File: config.mk
export PLATFORM = sky130hd
export DESIGN_NAME = cpu_core
export DESIGN_NICKNAME = d
export VERILOG_FILES = /design/src/logic/cpu_pkg.sv /design/src/logic/cpu_core.sv /design/src/logic/decode_unit.sv /design/src/logic/execute_unit.sv /design/src/logic/hazard_unit.sv /design/src/logic/mem_access.sv /design/src/logic/reg_file.sv
export VERILOG_INCLUDE_DIRS = /design/src /design/src/logic
export SDC_FILE = /design/constraint.sdc
export NUM_CORES = 1
export LEC_CHECK = 0
export BUFFER_PORTS_ARGS = -buffer_cell sky130_fd_sc_hd__buf_2
export CAP_MARGIN = 20
export CELL_PAD_IN_SITES_DETAIL_PLACEMENT = 1
export CELL_PAD_IN_SITES_GLOBAL_PLACEMENT = 1
export CORE_UTILIZATION = 40
export DETAILED_ROUTE_END_ITERATION = 16
export GPL_TIMING_DRIVEN = 0
export PLACE_DENSITY = 0.74
export SLEW_MARGIN = 10
export SYNTH_ARGS = -nofsm -noshare
export SYNTH_HDL_FRONTEND = slang
export SYNTH_HIERARCHICAL = 1
export SYNTH_SLANG_ARGS = --single-unit
export TNS_END_PERCENT = 30
File: constraint.sdc
create_clock -name clk_50MHz -period 4.5 [get_ports clk_50MHz]
set_input_delay 0.45 -clock clk_50MHz [delete_from_list [all_inputs] [get_ports clk_50MHz]]
set_output_delay 0.45 -clock clk_50MHz [all_outputs]
set_load 0.02 [all_outputs]
File: src/logic/cpu_config.svh
`ifndef CPU_CONFIG_SVH
`define CPU_CONFIG_SVH

// ******************************
// widths
// ******************************
`define CPU_DATA_W      16
`define CPU_PC_W        16
`define CPU_REG_COUNT   8
`define CPU_REG_ADDR_W  3
`define CPU_OP_W        5
`define CPU_FN_W        2

// ******************************
// major opcodes, bits 15..11
// ******************************
`define CPU_OP_LI       5'b01101
`define CPU_OP_ADDIU    5'b01001
`define CPU_OP_RR       5'b11100
`define CPU_OP_LW       5'b10011
`define CPU_OP_SW       5'b11011
`define CPU_OP_BEQZ     5'b00100
`define CPU_OP_BNEZ     5'b00101
`define CPU_OP_B        5'b00010

// function field of the register-register opcode
`define CPU_FN_ADDU     2'b01
`define CPU_FN_SUBU     2'b11
`define CPU_FN_AND      2'b00
`define CPU_FN_OR       2'b10

`endif

File: src/logic/cpu_pkg.sv
`default_nettype none

`include "cpu_config.svh"

package cpu_pkg;

    // ******************************
    // vector types
    // ******************************
    typedef logic [`CPU_DATA_W-1:0]     data_t;
    typedef logic [`CPU_DATA_W-1:0]     inst_t;
    typedef logic [`CPU_PC_W-1:0]       pc_t;
    typedef logic [`CPU_REG_ADDR_W-1:0] reg_addr_t;

    // ******************************
    // decoder fields
    // ******************************
    typedef enum logic [2:0] {
        ALU_ADD, ALU_SUB, ALU_AND, ALU_OR, ALU_PASS_B
    } alu_op_e;

    typedef enum logic {
        B_REG, B_IMM
    } b_sel_e;

    typedef enum logic [1:0] {
        WB_NONE, WB_ALU, WB_MEM
    } wb_sel_e;

    typedef enum logic [1:0] {
        BR_NONE, BR_EQZ, BR_NEZ, BR_ALWAYS
    } branch_e;

    // operand source in execute
    typedef enum logic [1:0] {
        FWD_REG, FWD_MEM, FWD_WB
    } fwd_sel_e;

    // data port handshake
    typedef enum logic [1:0] {
        MS_IDLE, MS_WAIT_ACK, MS_WAIT_LOW
    } mem_state_e;

endpackage

`default_nettype wire

File: src/logic/cpu_core.sv
`timescale 1ns/1ps
`default_nettype none

module cpu_core (
    input  logic           clk_50MHz,
    input  logic           rst,
    output cpu_pkg::pc_t   inst_addr,
    input  cpu_pkg::inst_t inst,
    output logic           mem_req,
    output logic           mem_we,
    output cpu_pkg::data_t mem_addr,
    output cpu_pkg::data_t mem_wdata,
    input  cpu_pkg::data_t mem_rdata,
    input  logic           mem_ack
);

    // fetch
    cpu_pkg::pc_t       pc_q;
    cpu_pkg::pc_t       pc_plus1;

    // IF/ID
    cpu_pkg::inst_t     id_inst;
    cpu_pkg::pc_t       id_pc;
    cpu_pkg::reg_addr_t id_rx;
    cpu_pkg::reg_addr_t id_ry;

    // decode
    cpu_pkg::alu_op_e   dec_alu_op;
    cpu_pkg::b_sel_e    dec_b_sel;
    cpu_pkg::wb_sel_e   dec_wb_sel;
    cpu_pkg::branch_e   dec_branch;
    logic               dec_mem_we;
    logic               dec_mem_rd;
    cpu_pkg::reg_addr_t dec_dest;
    cpu_pkg::data_t     dec_imm;
    cpu_pkg::data_t     rf_ra_data;
    cpu_pkg::data_t     rf_rb_data;

    // ID/EX
    cpu_pkg::wb_sel_e   ex_wb_sel;
    cpu_pkg::branch_e   ex_branch;
    logic               ex_mem_we;
    logic               ex_mem_rd;
    cpu_pkg::alu_op_e   ex_alu_op;
    cpu_pkg::b_sel_e    ex_b_sel;
    cpu_pkg::reg_addr_t ex_dest;
    cpu_pkg::reg_addr_t ex_rx;
    cpu_pkg::reg_addr_t ex_ry;
    cpu_pkg::data_t     ex_imm;
    cpu_pkg::pc_t       ex_pc;
    cpu_pkg::data_t     ex_ra_data;
    cpu_pkg::data_t     ex_rb_data;

    // execute
    cpu_pkg::fwd_sel_e  fwd_a;
    cpu_pkg::fwd_sel_e  fwd_b;
    logic               load_stall;
    cpu_pkg::data_t     alu_result;
    cpu_pkg::data_t     store_data;
    logic               branch_taken;
    cpu_pkg::pc_t       branch_target;

    // EX/MEM
    cpu_pkg::wb_sel_e   mm_wb_sel;
    logic               mm_mem_we;
    logic               mm_mem_rd;
    logic               mm_wr;
    cpu_pkg::reg_addr_t mm_dest;
    cpu_pkg::data_t     mm_alu;
    cpu_pkg::data_t     mm_store;
    cpu_pkg::data_t     mm_rdata;
    logic               mem_busy;

    // MEM/WB
    cpu_pkg::wb_sel_e   wb_sel_q;
    logic               wb_wr;
    cpu_pkg::reg_addr_t wb_dest;
    cpu_pkg::data_t     wb_alu;
    cpu_pkg::data_t     wb_rdata;
    cpu_pkg::data_t     wb_data;

    assign inst_addr = pc_q;
    assign pc_plus1  = pc_q + 1'b1;
    assign id_rx     = id_inst[10:8];
    assign id_ry     = id_inst[7:5];
    assign mm_wr     = (mm_wb_sel != cpu_pkg::WB_NONE);
    assign wb_wr     = (wb_sel_q != cpu_pkg::WB_NONE);
    assign wb_data   = (wb_sel_q == cpu_pkg::WB_MEM) ? wb_rdata : wb_alu;

    // ******************************
    // stage logic
    // ******************************
    decode_unit decode_i (
        .inst(id_inst), .alu_op(dec_alu_op), .b_sel(dec_b_sel),
        .wb_sel(dec_wb_sel), .branch(dec_branch), .mem_we(dec_mem_we),
        .mem_rd(dec_mem_rd), .dest(dec_dest), .imm(dec_imm)
    );

    reg_file reg_file_i (
        .clk_50MHz(clk_50MHz), .rst(rst),
        .ra_addr(id_rx), .rb_addr(id_ry),
        .ra_data(rf_ra_data), .rb_data(rf_rb_data),
        .wr_en(wb_wr), .wr_addr(wb_dest), .wr_data(wb_data)
    );

    hazard_unit hazard_i (
        .ex_rx(ex_rx), .ex_ry(ex_ry), .mem_dest(mm_dest), .wb_dest(wb_dest),
        .mem_wr(mm_wr), .wb_wr(wb_wr), .mem_is_load(mm_mem_rd),
        .id_rx(id_rx), .id_ry(id_ry), .ex_dest(ex_dest), .ex_is_load(ex_mem_rd),
        .fwd_a(fwd_a), .fwd_b(fwd_b), .load_stall(load_stall)
    );

    execute_unit execute_i (
        .op_a_reg(ex_ra_data), .op_b_reg(ex_rb_data),
        .mem_result(mm_alu), .wb_result(wb_data),
        .fwd_a(fwd_a), .fwd_b(fwd_b), .imm(ex_imm), .pc(ex_pc),
        .alu_op(ex_alu_op), .b_sel(ex_b_sel), .branch(ex_branch),
        .alu_result(alu_result), .store_data(store_data),
        .branch_taken(branch_taken), .branch_target(branch_target)
    );

    mem_access mem_access_i (
        .clk_50MHz(clk_50MHz), .rst(rst),
        .mem_rd_op(mm_mem_rd), .mem_we_op(mm_mem_we),
        .addr(mm_alu), .wdata(mm_store), .rdata_q(mm_rdata), .mem_busy(mem_busy),
        .mem_req(mem_req), .mem_we(mem_we), .mem_addr(mem_addr),
        .mem_wdata(mem_wdata), .mem_rdata(mem_rdata), .mem_ack(mem_ack)
    );

    // ******************************
    // pc and pipeline control
    // ******************************

    // priority is freeze, then branch flush, then load-use stall
    always_ff @(posedge clk_50MHz or negedge rst) begin
        if (!rst) begin
            pc_q      <= '0;
            id_inst   <= '0;
            ex_wb_sel <= cpu_pkg::WB_NONE;
            ex_branch <= cpu_pkg::BR_NONE;
            ex_mem_we <= 1'b0;
            ex_mem_rd <= 1'b0;
            mm_wb_sel <= cpu_pkg::WB_NONE;
            mm_mem_we <= 1'b0;
            mm_mem_rd <= 1'b0;
            wb_sel_q  <= cpu_pkg::WB_NONE;
        end else if (!mem_busy) begin
            if (branch_taken) begin
                pc_q    <= branch_target;
                id_inst <= '0;
            end else if (!load_stall) begin
                pc_q    <= pc_plus1;
                id_inst <= inst;
            end
            // bubble into execute on flush or stall
            if (branch_taken || load_stall) begin
                ex_wb_sel <= cpu_pkg::WB_NONE;
                ex_branch <= cpu_pkg::BR_NONE;
                ex_mem_we <= 1'b0;
                ex_mem_rd <= 1'b0;
            end else begin
                ex_wb_sel <= dec_wb_sel;
                ex_branch <= dec_branch;
                ex_mem_we <= dec_mem_we;
                ex_mem_rd <= dec_mem_rd;
            end
            mm_wb_sel <= ex_wb_sel;
            mm_mem_we <= ex_mem_we;
            mm_mem_rd <= ex_mem_rd;
            wb_sel_q  <= mm_wb_sel;
        end
    end

    // payload, only meaningful when the control above says so
    always_ff @(posedge clk_50MHz) begin
        if (!mem_busy) begin
            if (!load_stall) begin
                id_pc <= pc_plus1;
            end
            ex_alu_op  <= dec_alu_op;
            ex_b_sel   <= dec_b_sel;
            ex_dest    <= dec_dest;
            ex_rx      <= id_rx;
            ex_ry      <= id_ry;
            ex_imm     <= dec_imm;
            ex_pc      <= id_pc;
            ex_ra_data <= rf_ra_data;
            ex_rb_data <= rf_rb_data;
            mm_dest    <= ex_dest;
            mm_alu     <= alu_result;
            mm_store   <= store_data;
            wb_dest    <= mm_dest;
            wb_alu     <= mm_alu;
            wb_rdata   <= mm_rdata;
        end
    end

endmodule

`default_nettype wire

File: src/logic/decode_unit.sv
`timescale 1ns/1ps
`default_nettype none

`include "cpu_config.svh"

module decode_unit (
    input  cpu_pkg::inst_t     inst,
    output cpu_pkg::alu_op_e   alu_op,
    output cpu_pkg::b_sel_e    b_sel,
    output cpu_pkg::wb_sel_e   wb_sel,
    output cpu_pkg::branch_e   branch,
    output logic               mem_we,
    output logic               mem_rd,
    output cpu_pkg::reg_addr_t dest,
    output cpu_pkg::data_t     imm
);

    logic [`CPU_OP_W-1:0] opcode;
    logic [`CPU_FN_W-1:0] fn;
    cpu_pkg::data_t       zext8;
    cpu_pkg::data_t       sext8;
    cpu_pkg::data_t       sext5;
    cpu_pkg::data_t       sext11;

    assign opcode = inst[15:11];
    assign fn     = inst[1:0];

    // immediate extender
    assign zext8  = {{(`CPU_DATA_W-8){1'b0}}, inst[7:0]};
    assign sext8  = {{(`CPU_DATA_W-8){inst[7]}}, inst[7:0]};
    assign sext5  = {{(`CPU_DATA_W-5){inst[4]}}, inst[4:0]};
    assign sext11 = {{(`CPU_DATA_W-11){inst[10]}}, inst[10:0]};

    always_comb begin
        // unknown opcodes and bubbles fall through as a no-op
        alu_op = cpu_pkg::ALU_ADD;
        b_sel  = cpu_pkg::B_REG;
        wb_sel = cpu_pkg::WB_NONE;
        branch = cpu_pkg::BR_NONE;
        mem_we = 1'b0;
        mem_rd = 1'b0;
        dest   = inst[10:8];
        imm    = sext8;

        case (opcode)
            `CPU_OP_LI: begin
                alu_op = cpu_pkg::ALU_PASS_B;
                b_sel  = cpu_pkg::B_IMM;
                wb_sel = cpu_pkg::WB_ALU;
                imm    = zext8;
            end
            `CPU_OP_ADDIU: begin
                b_sel  = cpu_pkg::B_IMM;
                wb_sel = cpu_pkg::WB_ALU;
            end
            `CPU_OP_RR: begin
                wb_sel = cpu_pkg::WB_ALU;
                dest   = inst[4:2];
                case (fn)
                    `CPU_FN_ADDU: alu_op = cpu_pkg::ALU_ADD;
                    `CPU_FN_SUBU: alu_op = cpu_pkg::ALU_SUB;
                    `CPU_FN_AND:  alu_op = cpu_pkg::ALU_AND;
                    `CPU_FN_OR:   alu_op = cpu_pkg::ALU_OR;
                endcase
            end
            // address is rx plus offset for both memory ops
            `CPU_OP_LW: begin
                b_sel  = cpu_pkg::B_IMM;
                wb_sel = cpu_pkg::WB_MEM;
                mem_rd = 1'b1;
                dest   = inst[7:5];
                imm    = sext5;
            end
            `CPU_OP_SW: begin
                b_sel  = cpu_pkg::B_IMM;
                mem_we = 1'b1;
                imm    = sext5;
            end
            `CPU_OP_BEQZ: branch = cpu_pkg::BR_EQZ;
            `CPU_OP_BNEZ: branch = cpu_pkg::BR_NEZ;
            `CPU_OP_B: begin
                branch = cpu_pkg::BR_ALWAYS;
                imm    = sext11;
            end
            default: ;
        endcase
    end

endmodule

`default_nettype wire

File: src/logic/execute_unit.sv
`timescale 1ns/1ps
`default_nettype none

module execute_unit (
    input  cpu_pkg::data_t    op_a_reg,
    input  cpu_pkg::data_t    op_b_reg,
    input  cpu_pkg::data_t    mem_result,
    input  cpu_pkg::data_t    wb_result,
    input  cpu_pkg::fwd_sel_e fwd_a,
    input  cpu_pkg::fwd_sel_e fwd_b,
    input  cpu_pkg::data_t    imm,
    input  cpu_pkg::pc_t      pc,
    input  cpu_pkg::alu_op_e  alu_op,
    input  cpu_pkg::b_sel_e   b_sel,
    input  cpu_pkg::branch_e  branch,
    output cpu_pkg::data_t    alu_result,
    output cpu_pkg::data_t    store_data,
    output logic              branch_taken,
    output cpu_pkg::pc_t      branch_target
);

    cpu_pkg::data_t op_a;
    cpu_pkg::data_t op_b_fwd;
    cpu_pkg::data_t alu_b;
    logic           a_zero;

    function automatic cpu_pkg::data_t fwd_mux(input cpu_pkg::fwd_sel_e sel,
                                               input cpu_pkg::data_t reg_val);
        case (sel)
            cpu_pkg::FWD_MEM: return mem_result;
            cpu_pkg::FWD_WB:  return wb_result;
            default:          return reg_val;
        endcase
    endfunction

    // operand muxes
    always_comb begin
        op_a     = fwd_mux(fwd_a, op_a_reg);
        op_b_fwd = fwd_mux(fwd_b, op_b_reg);
    end
    assign alu_b = (b_sel == cpu_pkg::B_IMM) ? imm : op_b_fwd;

    // SW stores ry, never the offset
    assign store_data = op_b_fwd;

    always_comb begin
        case (alu_op)
            cpu_pkg::ALU_ADD: alu_result = op_a + alu_b;
            cpu_pkg::ALU_SUB: alu_result = op_a - alu_b;
            cpu_pkg::ALU_AND: alu_result = op_a & alu_b;
            cpu_pkg::ALU_OR:  alu_result = op_a | alu_b;
            default:          alu_result = alu_b;
        endcase
    end

    // ******************************
    // branch resolution
    // ******************************
    assign a_zero = (op_a == '0);

    always_comb begin
        case (branch)
            cpu_pkg::BR_EQZ:    branch_taken = a_zero;
            cpu_pkg::BR_NEZ:    branch_taken = !a_zero;
            cpu_pkg::BR_ALWAYS: branch_taken = 1'b1;
            default:            branch_taken = 1'b0;
        endcase
    end

    // pc already points past the branch
    assign branch_target = pc + imm;

endmodule

`default_nettype wire

File: src/logic/hazard_unit.sv
`timescale 1ns/1ps
`default_nettype none

module hazard_unit (
    input  cpu_pkg::reg_addr_t ex_rx,
    input  cpu_pkg::reg_addr_t ex_ry,
    input  cpu_pkg::reg_addr_t mem_dest,
    input  cpu_pkg::reg_addr_t wb_dest,
    input  logic               mem_wr,
    input  logic               wb_wr,
    input  logic               mem_is_load,
    input  cpu_pkg::reg_addr_t id_rx,
    input  cpu_pkg::reg_addr_t id_ry,
    input  cpu_pkg::reg_addr_t ex_dest,
    input  logic               ex_is_load,
    output cpu_pkg::fwd_sel_e  fwd_a,
    output cpu_pkg::fwd_sel_e  fwd_b,
    output logic               load_stall
);

    // ******************************
    // forwarding
    // ******************************

    // memory stage is younger, so it wins over write-back
    function automatic cpu_pkg::fwd_sel_e pick_src(input cpu_pkg::reg_addr_t src);
        cpu_pkg::fwd_sel_e sel;
        sel = cpu_pkg::FWD_REG;
        // load data is not ready in the memory stage yet
        if (mem_wr && !mem_is_load && mem_dest == src) begin
            sel = cpu_pkg::FWD_MEM;
        end else if (wb_wr && wb_dest == src) begin
            sel = cpu_pkg::FWD_WB;
        end
        return sel;
    endfunction

    always_comb begin
        fwd_a = pick_src(ex_rx);
        fwd_b = pick_src(ex_ry);
    end

    // ******************************
    // load-use
    // ******************************

    // one bubble, after which write-back forwarding covers the use
    assign load_stall = ex_is_load && (ex_dest == id_rx || ex_dest == id_ry);

endmodule

`default_nettype wire

File: src/logic/mem_access.sv
`timescale 1ns/1ps
`default_nettype none

module mem_access (
    input  logic           clk_50MHz,
    input  logic           rst,
    input  logic           mem_rd_op,
    input  logic           mem_we_op,
    input  cpu_pkg::data_t addr,
    input  cpu_pkg::data_t wdata,
    output cpu_pkg::data_t rdata_q,
    output logic           mem_busy,
    output logic           mem_req,
    output logic           mem_we,
    output cpu_pkg::data_t mem_addr,
    output cpu_pkg::data_t mem_wdata,
    input  cpu_pkg::data_t mem_rdata,
    input  logic           mem_ack
);

    cpu_pkg::mem_state_e state;
    logic                done;
    logic                access;

    assign access = mem_rd_op || mem_we_op;

    // stage is frozen while busy, so these hold for the whole handshake
    assign mem_we    = mem_we_op;
    assign mem_addr  = addr;
    assign mem_wdata = wdata;

    assign mem_busy = (state != cpu_pkg::MS_IDLE) || (access && !done);

    always_ff @(posedge clk_50MHz or negedge rst) begin
        if (!rst) begin
            state   <= cpu_pkg::MS_IDLE;
            mem_req <= 1'b0;
            done    <= 1'b0;
        end else begin
            case (state)
                cpu_pkg::MS_IDLE: begin
                    if (access && !done) begin
                        mem_req <= 1'b1;
                        state   <= cpu_pkg::MS_WAIT_ACK;
                    end else begin
                        // not busy, stage moves on at this edge
                        done <= 1'b0;
                    end
                end
                cpu_pkg::MS_WAIT_ACK: begin
                    if (mem_ack) begin
                        mem_req <= 1'b0;
                        state   <= cpu_pkg::MS_WAIT_LOW;
                    end
                end
                default: begin
                    if (!mem_ack) begin
                        state <= cpu_pkg::MS_IDLE;
                        done  <= 1'b1;
                    end
                end
            endcase
        end
    end

    // read data is valid while ack is high
    always_ff @(posedge clk_50MHz) begin
        if (state == cpu_pkg::MS_WAIT_ACK && mem_ack) begin
            rdata_q <= mem_rdata;
        end
    end

endmodule

`default_nettype wire

File: src/logic/reg_file.sv
`timescale 1ns/1ps
`default_nettype none

`include "cpu_config.svh"

module reg_file (
    input  logic               clk_50MHz,
    input  logic               rst,
    input  cpu_pkg::reg_addr_t ra_addr,
    input  cpu_pkg::reg_addr_t rb_addr,
    output cpu_pkg::data_t     ra_data,
    output cpu_pkg::data_t     rb_data,
    input  logic               wr_en,
    input  cpu_pkg::reg_addr_t wr_addr,
    input  cpu_pkg::data_t     wr_data
);

    cpu_pkg::data_t regs [`CPU_REG_COUNT];

    always_ff @(posedge clk_50MHz or negedge rst) begin
        if (!rst) begin
            for (int i = 0; i < `CPU_REG_COUNT; i++) begin
                regs[i] <= '0;
            end
        end else if (wr_en) begin
            regs[wr_addr] <= wr_data;
        end
    end

    // write-through so decode sees the value written back this cycle
    assign ra_data = (wr_en && wr_addr == ra_addr) ? wr_data : regs[ra_addr];
    assign rb_data = (wr_en && wr_addr == rb_addr) ? wr_data : regs[rb_addr];

endmodule

`default_nettype wire

# After elaboration in Yosys (flattened, before gate mapping)
# Index checks and enable logic that the tools add are counted.
# Widths: inputs -> output; s select.
[classes]
addsub = 4
order_cmp = 4
n_eq_ne = 37
mux = 48
bitwise_logic = 8
reduce_logical = 34
[ops]
columns = ["operator", "n"]
rows = [
  ["$mux 16", 13],
  ["$bwmux 128", 1],
  ["$bmux 16 s3", 2],
  ["$pmux 16 s2", 2],
  ["$pmux 16 s4", 1],
  ["$demux 16 s3", 1],
  ["$pmux 16 s3", 1],
  ["$add 16x16->16", 2],
  ["$eq 3x3->1", 8],
  ["$mux 2", 9],
  ["$add 16x1->16 const B", 1],
  ["$and 16x16->16", 1],
  ["$logic_not 16->1", 1],
  ["$or 16x16->16", 1],
  ["$sub 16x16->16", 1],
  ["$eq 5x5->1 const B", 3],
  ["$eq 2x2->1 const B", 7],
  ["$ge 4x4->1 const B", 3],
  ["$not 3->4", 3],
  ["$pmux 3 s2", 2],
  ["$pmux 3 s4", 1],
  ["$logic_and 1x1->1", 11],
  ["$eq 2x1->1 const B", 5],
  ["$eq 5x3->1 const B", 2],
  ["other kinds (24)", 53],
]
[totals]
ff_bits = 355
inputBits = 35
output_inout_bits = 50
elab_cells = 173

# Logic depth before layout (Yosys ltp)
[logic_depth]
depth_word = 11
depth_mapped = 23
ltp_nobuf = 21

# By module
# Netlist, hierarchy kept.
[modules_own_cells]
columns = ["mod", "instances", "cells_per_inst", "area_each_um2", "seq_area_each_um2"]
rows = [
  ["reg_file", 1, 452, 7533.5, 3203.1],
  ["cpu_core", 1, 387, 7270.7, 5995.8],
  ["execute_unit", 1, 505, 3367.0, 0.0],
  ["mem_access", 1, 69, 905.9, 580.6],
  ["decode_unit", 1, 61, 406.6, 0.0],
  ["hazard_unit", 1, 30, 232.7, 0.0],
]

# Least setup slack after synthesis
# Ideal clock, no wire load.
[synth_timing]
path_kind = "flip-flop to flip-flop"
startpoint = "register mm_dest[0]"
endpoint = "register mm_alu[10] (data pin)"
setup_ps = 268
arrival_ps = 4188
t_required_ps = 4232
setup_slack_ps = 44
stages_incl_launch_ff = 18
n_path_buf = 1
period_less_slack_ps = 4456
cell_sequence = "edfxtp_1 xor2_1 nor4_2 nor2_1 ha_1 buf_4 o21ai_0 mux2i_1 ha_1 a21oi_1 fa_1 a21o_1 a21oi_1 o211a_1 o31ai_1 or2_2 a32oi_1 o21ai_0"
[synth_via]
elab_chain_len = 8
elab_cells_between_ends = 18
classes_between = "add/sub (2); eq/ne (6); mux (6); bitwise (2); reduce/logical (2)"
[synth_rtl]
columns = ["item", "line_no", "rtl"]
rows = [
  ["from (decl)", "cpu_core.sv:68", "cpu_pkg::reg_addr_t mm_dest;"],
  ["from (signal assigned)", "cpu_core.sv:189", "mm_dest <= ex_dest;"],
  ["$eq 3x3->1 (*)", "hazard_unit.sv:30", "if (mem_wr && !mem_is_load && mem_dest == src) begin"],
  ["$logic_and 1x1->1 (*)", "hazard_unit.sv:30", ""],
  ["$mux 2 (*)", "hazard_unit.sv:30", ""],
  ["via fwd_b[0]", "cpu_core.sv:56", "cpu_pkg::fwd_sel_e fwd_b;"],
  ["$eq 2x2->1 or $eq 2x1->1 (tied branches)", "execute_unit.sv:29", "case (sel)"],
  ["$pmux 16 s2 (*)", "execute_unit.sv:29", ""],
  ["via store_data[0]", "cpu_core.sv:59", "cpu_pkg::data_t store_data;"],
  ["$mux 16 (*)", "execute_unit.sv:41", "assign alu_b = (b_sel == cpu_pkg::B_IMM) ? imm : op_b_fwd;"],
  ["$sub 16x16->16 or $add 16x16->16 (tied branches)", "execute_unit.sv:49, execute_unit.sv:48", ""],
  ["$pmux 16 s4 (*)", "execute_unit.sv:47", "case (alu_op)"],
  ["via alu_result[10]", "cpu_core.sv:58", "cpu_pkg::data_t alu_result;"],
  ["to (signal assigned)", "cpu_core.sv:190", "mm_alu <= alu_result;"],
  ["to (decl)", "cpu_core.sv:69", "cpu_pkg::data_t mm_alu;"],
]
# The timed path passes the listed nets; every way through them passes the cells marked *.
# A chain may end at the register's enable or synchronous reset.

# Final worst setup path
[layout_timing]
startpoint = "register mm_dest[1]"
endpoint = "register mm_alu[15] (data pin)"
[layout_via]
elab_chain_len = 8
elab_cells_between_ends = 18
classes_between = "add/sub (2); eq/ne (6); mux (6); bitwise (2); reduce/logical (2)"
[layout_rtl]
columns = ["item", "line_no", "rtl"]
rows = [
  ["$eq 3x3->1 (*)", "hazard_unit.sv:30", ""],
  ["$logic_and 1x1->1 (*)", "hazard_unit.sv:30", ""],
  ["$mux 2 (*)", "hazard_unit.sv:30", ""],
  ["via fwd_b[0]", "cpu_core.sv:56", ""],
  ["$eq 2x2->1 or $eq 2x1->1 (tied branches)", "execute_unit.sv:29", ""],
  ["$pmux 16 s2 (*)", "execute_unit.sv:29", ""],
  ["$mux 16 (*)", "execute_unit.sv:41", ""],
  ["$sub 16x16->16 (tied with other cells)", "execute_unit.sv:49", "cpu_pkg::ALU_SUB: alu_result = op_a - alu_b;"],
  ["$pmux 16 s4 (*)", "execute_unit.sv:47", ""],
  ["via alu_result[15]", "cpu_core.sv:58", ""],
]
# Marks and branches as above.

==> results by group <==
Drt
  • Initial drt markers: 941
  • Routed wirelength normalized by instance count: 24.6 um
  • Routed vias: 13.6k
  • Overall routed net length: 58100 um
  • Antenna Nets Post-Route: 0
  • Via density: 5.75
  • First-pass DRT Iterations: 7
  • Drt drc: 0

Logic synthesis
  • Count of yosys warnings during synthesis: 6
  • Number of nets produced by synthesis: 1582
  • Post-synthesis cell type count: 90
  • Number of synthesized register bits: 355
  • Sequential fraction of the synthesis area: 49.6%
  • Average cell area after synthesis: 13.1 um2
  • Most frequently used cell type in the post-synthesis netlist: sky130_fd_sc_hd__mux2_2
  • Primary flip-flop cell chosen by synthesis mapping: sky130_fd_sc_hd__edfxtp_1
  • Syn Std Cell Area: 19700 um2
  • Area fraction of the dominant cell type after synthesis: 27.3%
  • Count of flip-flops with a built-in enable after synthesis: 179
  • Top post-synthesis cells by count: 204 x sky130_fd_sc_hd__mux2_2, 179 x sky130_fd_sc_hd__edfxtp_1, 176 x sky130_fd_sc_hd__dfrtp_1
  • Top area cells in the synthesized netlist: sky130_fd_sc_hd__edfxtp_1 27%, sky130_fd_sc_hd__dfrtp_1 22%, sky130_fd_sc_hd__mux2_2 12%
  • Dominant cell type by area after synthesis: sky130_fd_sc_hd__edfxtp_1
  • Asr flop ratio synth: 49.6%
  • Gate count after technology mapping: 1504

Worst setup path
  • Cell family with the largest share of critical-path delay: simple AND/OR/NAND/NOR gates
  • Launching element type of the critical path: flop
  • Maximum fanout encountered on the critical timing path: 8
  • Cell type of the slowest stage on the worst timing path: sky130_fd_sc_hd__edfxtp_1
  • CP Cell Sequence: xor2_2 > nor4_4 > buf_4 > nor2_4 > ha_4 > buf_12 > nor3b_2 > a221oi_2 > buf_4 > nor4_4 > nand2_2 > o31ai_2 > xor2_1 > ha_1 > o211ai_1 > o31ai_4 > nor4_1 > nand3b_1
  • Setup crit start: mm_dest[1]
  • Required arrival time at the worst endpoint: 4.78 ns
  • Worst endpoint data arrival time: 4.97 ns
  • Setup CP Type: reg2reg
  • Worst path buffer plus inverter count: 3
  • Worst stage delay on the critical path: 0.46 ns
  • Crit end category: flop
  • Worst reg2reg path startpoint: mm_dest[1]

Clock network
  • Insertion delay to the later sink of the worst-skew pair: 0.58 ns
  • Number of buffers inserted during clock tree synthesis: 41
  • CTS tree: done
  • Clock-pin slew of the registers on the worst-case setup and hold paths: 0.07 ns
  • Root cell of the clock tree: sky130_fd_sc_hd__clkbuf_16
  • Clock Tree Buf Depth: 3
  • Clock sink total: 355
  • Number of H-tree branching levels: 2

Placement
  • Final HPWL from detailed placement: 40300 um
  • Weighted congestion at the end of routability-driven global placement: 0.908
  • Number of port buffers: 84

Timing
  • Final setup TNS: -0.560 ns
  • Final-report max-slew violation count: 0
  • Setup Viol. Count Final: 6
  • Max-Slew Margin vs Limit: 45.2%
  • Shortest clock period the worst path allows after layout: 4.69 ns
  • Crit share post-route: 104%
  • Achievable Freq: 213 MHz
  • Fin worst setup slack: -0.191 ns
  • Measured slew at the worst slew-check pin: 0.818 ns
  • Number of hold-slack violations in the final timing report: 0
  • RSZ-0062 raised after global routing: yes
  • Worst-case clock skew: 0.0255 ns

Status
  • Outcome: complete, but fails checks
  • Violations in the final reports: negative setup slack

Floorplanning
  • Area of the core: 48100 um2
  • Effective utilization at floorplan: 41.0%
  • Die span in x: 224 um
  • Count of standard-cell rows: 80
  • Number of ports placed on the die boundary: 85
  • Die ar.: 50200 um2
  • Vertical die dimension: 224 um

Global route
  • Pin count of the biggest net entering global routing: 106
  • Wire length of the first global-routing pass: 87400 um
  • GRT overflow: 0
  • Via count of the first global-routing pass: 14.3k
  • Overall track demand over capacity in global routing: 22.9%
  • Number of antenna violations at the first check in global routing: 0

Finish
  • Signed area change from the synthesized netlist to the final layout: 19.1%
  • # diodes: 0
  • Register with the most flip-flops: reg_file_i/regs
  • Max reg flops: 128
  • Layout cell share with drive strength beyond 1: 37.2%
  • Number of nets in the finished design: 1755

Job
  • Max-capacitance violation count: 0

Min path
  • Hold path start: mem_rdata[5]
  • Worst hold path type: in2reg
layer usage:
layer  part of all wire, %  global-route usage (%)
met5                     0                       0
met4                   3.2                    7.82
met3                   4.3                    3.16
met2                    50                    38.9
met1                    43                    30.0
path summary, 6_finish.rpt:
| path | end | slack [ns] | cells past startpoint |
|---|---|---|---|
| worst max register to register | mm_alu[15] | -0.19 | 18 |
| worst max-delay path | mm_alu[15] | -0.19 | 18 |
| max in group asynchronous | inst_addr[13] | 3.10 | 3 |
| min in group asynchronous | reg_file_i/regs[72] | 0.45 | 2 |
| worst min register to register | wb_rdata[1] | 0.42 | 0 |
| worst min-delay path | mem_access_i/rdata_q[5] | 0.05 | 1 |
per-stage QoR:
| step | worst slack (ns) | utilization, % | instances | hold slack, ns | instance area, um2 |
|---|---|---|---|---|---|
| 6_report | -0.191 | 48.8 | 2365 | 0.0521 | 23500 |
| 5_1_grt | -0.320 | 48.8 | 2365 | 0.0387 | 23500 |
| 4_1_cts | -0.0880 | 47.9 | 2348 | 0.0318 | 23100 |
| 3_5_place_dp | -1.55 | 43.7 | 2249 | 0.405 | 21100 |
| 3_3_place_gp | -1.38 | 43.5 | 2244 | 0.405 | 21000 |
| 2_1_floorplan | 0.0438 | - | 1504 | 0.154 | 19700 |
layout by cell type, fill, tap and decap left out, drive strengths merged, types with 7 or more instances in the layout:
master / n
buf: 233
mux2: 216
edfxtp: 179
dfrtp: 176
clkbuf: 103
nand2: 101
o21ai: 80
mux4: 64
xnor2: 45
nor2: 45
inv: 42
ha: 41
a22oi: 38
a21oi: 32
xor2: 26
a22o: 23
nor3: 23
nand3: 19
nor4: 18
nor3b: 13
o21a: 11
or2: 11
nand4: 9
a221oi: 9
and2: 8
o31ai: 8
a211oi: 7
or3: 7
and3: 7
mux2i: 7
nand2b: 7
clkinv: 7
area by class of cell:
type | count | area (um2)
sequential | 355 | 9780
inverter | 41 | 164
fill | 4900 | 24700
timing repair buffer | 133 | 963
multi-input combinational | 964 | 9480
clock buffer | 63 | 1250
clock inverter | 12 | 118
tap | 656 | 821
buffer | 141 | 910
cell families after synthesis:
family / Yosys count / share of synthesized area (%)
compound gates: 274 / 9.91
flops: 355 / 49.6
fa+ha+maj: 43 / 2.80
simple gates: 289 / 7.91
mux: 287 / 21.4
buf+inv: 185 / 5.18
xor+xnor: 71 / 3.15
what timing repair did:
item                       CTS  global route
gates resized for setup    112            65
setup endpoints to repair   53            48
hold endpoints to repair    71             0
cloned                       1             2
buffers inserted            25            16
hold buffers                 1             0
pin swaps                   35            34
Power is left out: the tool's default activity adds up to more than one toggle a clock period on the data nets, which glitch-free logic cannot reach.
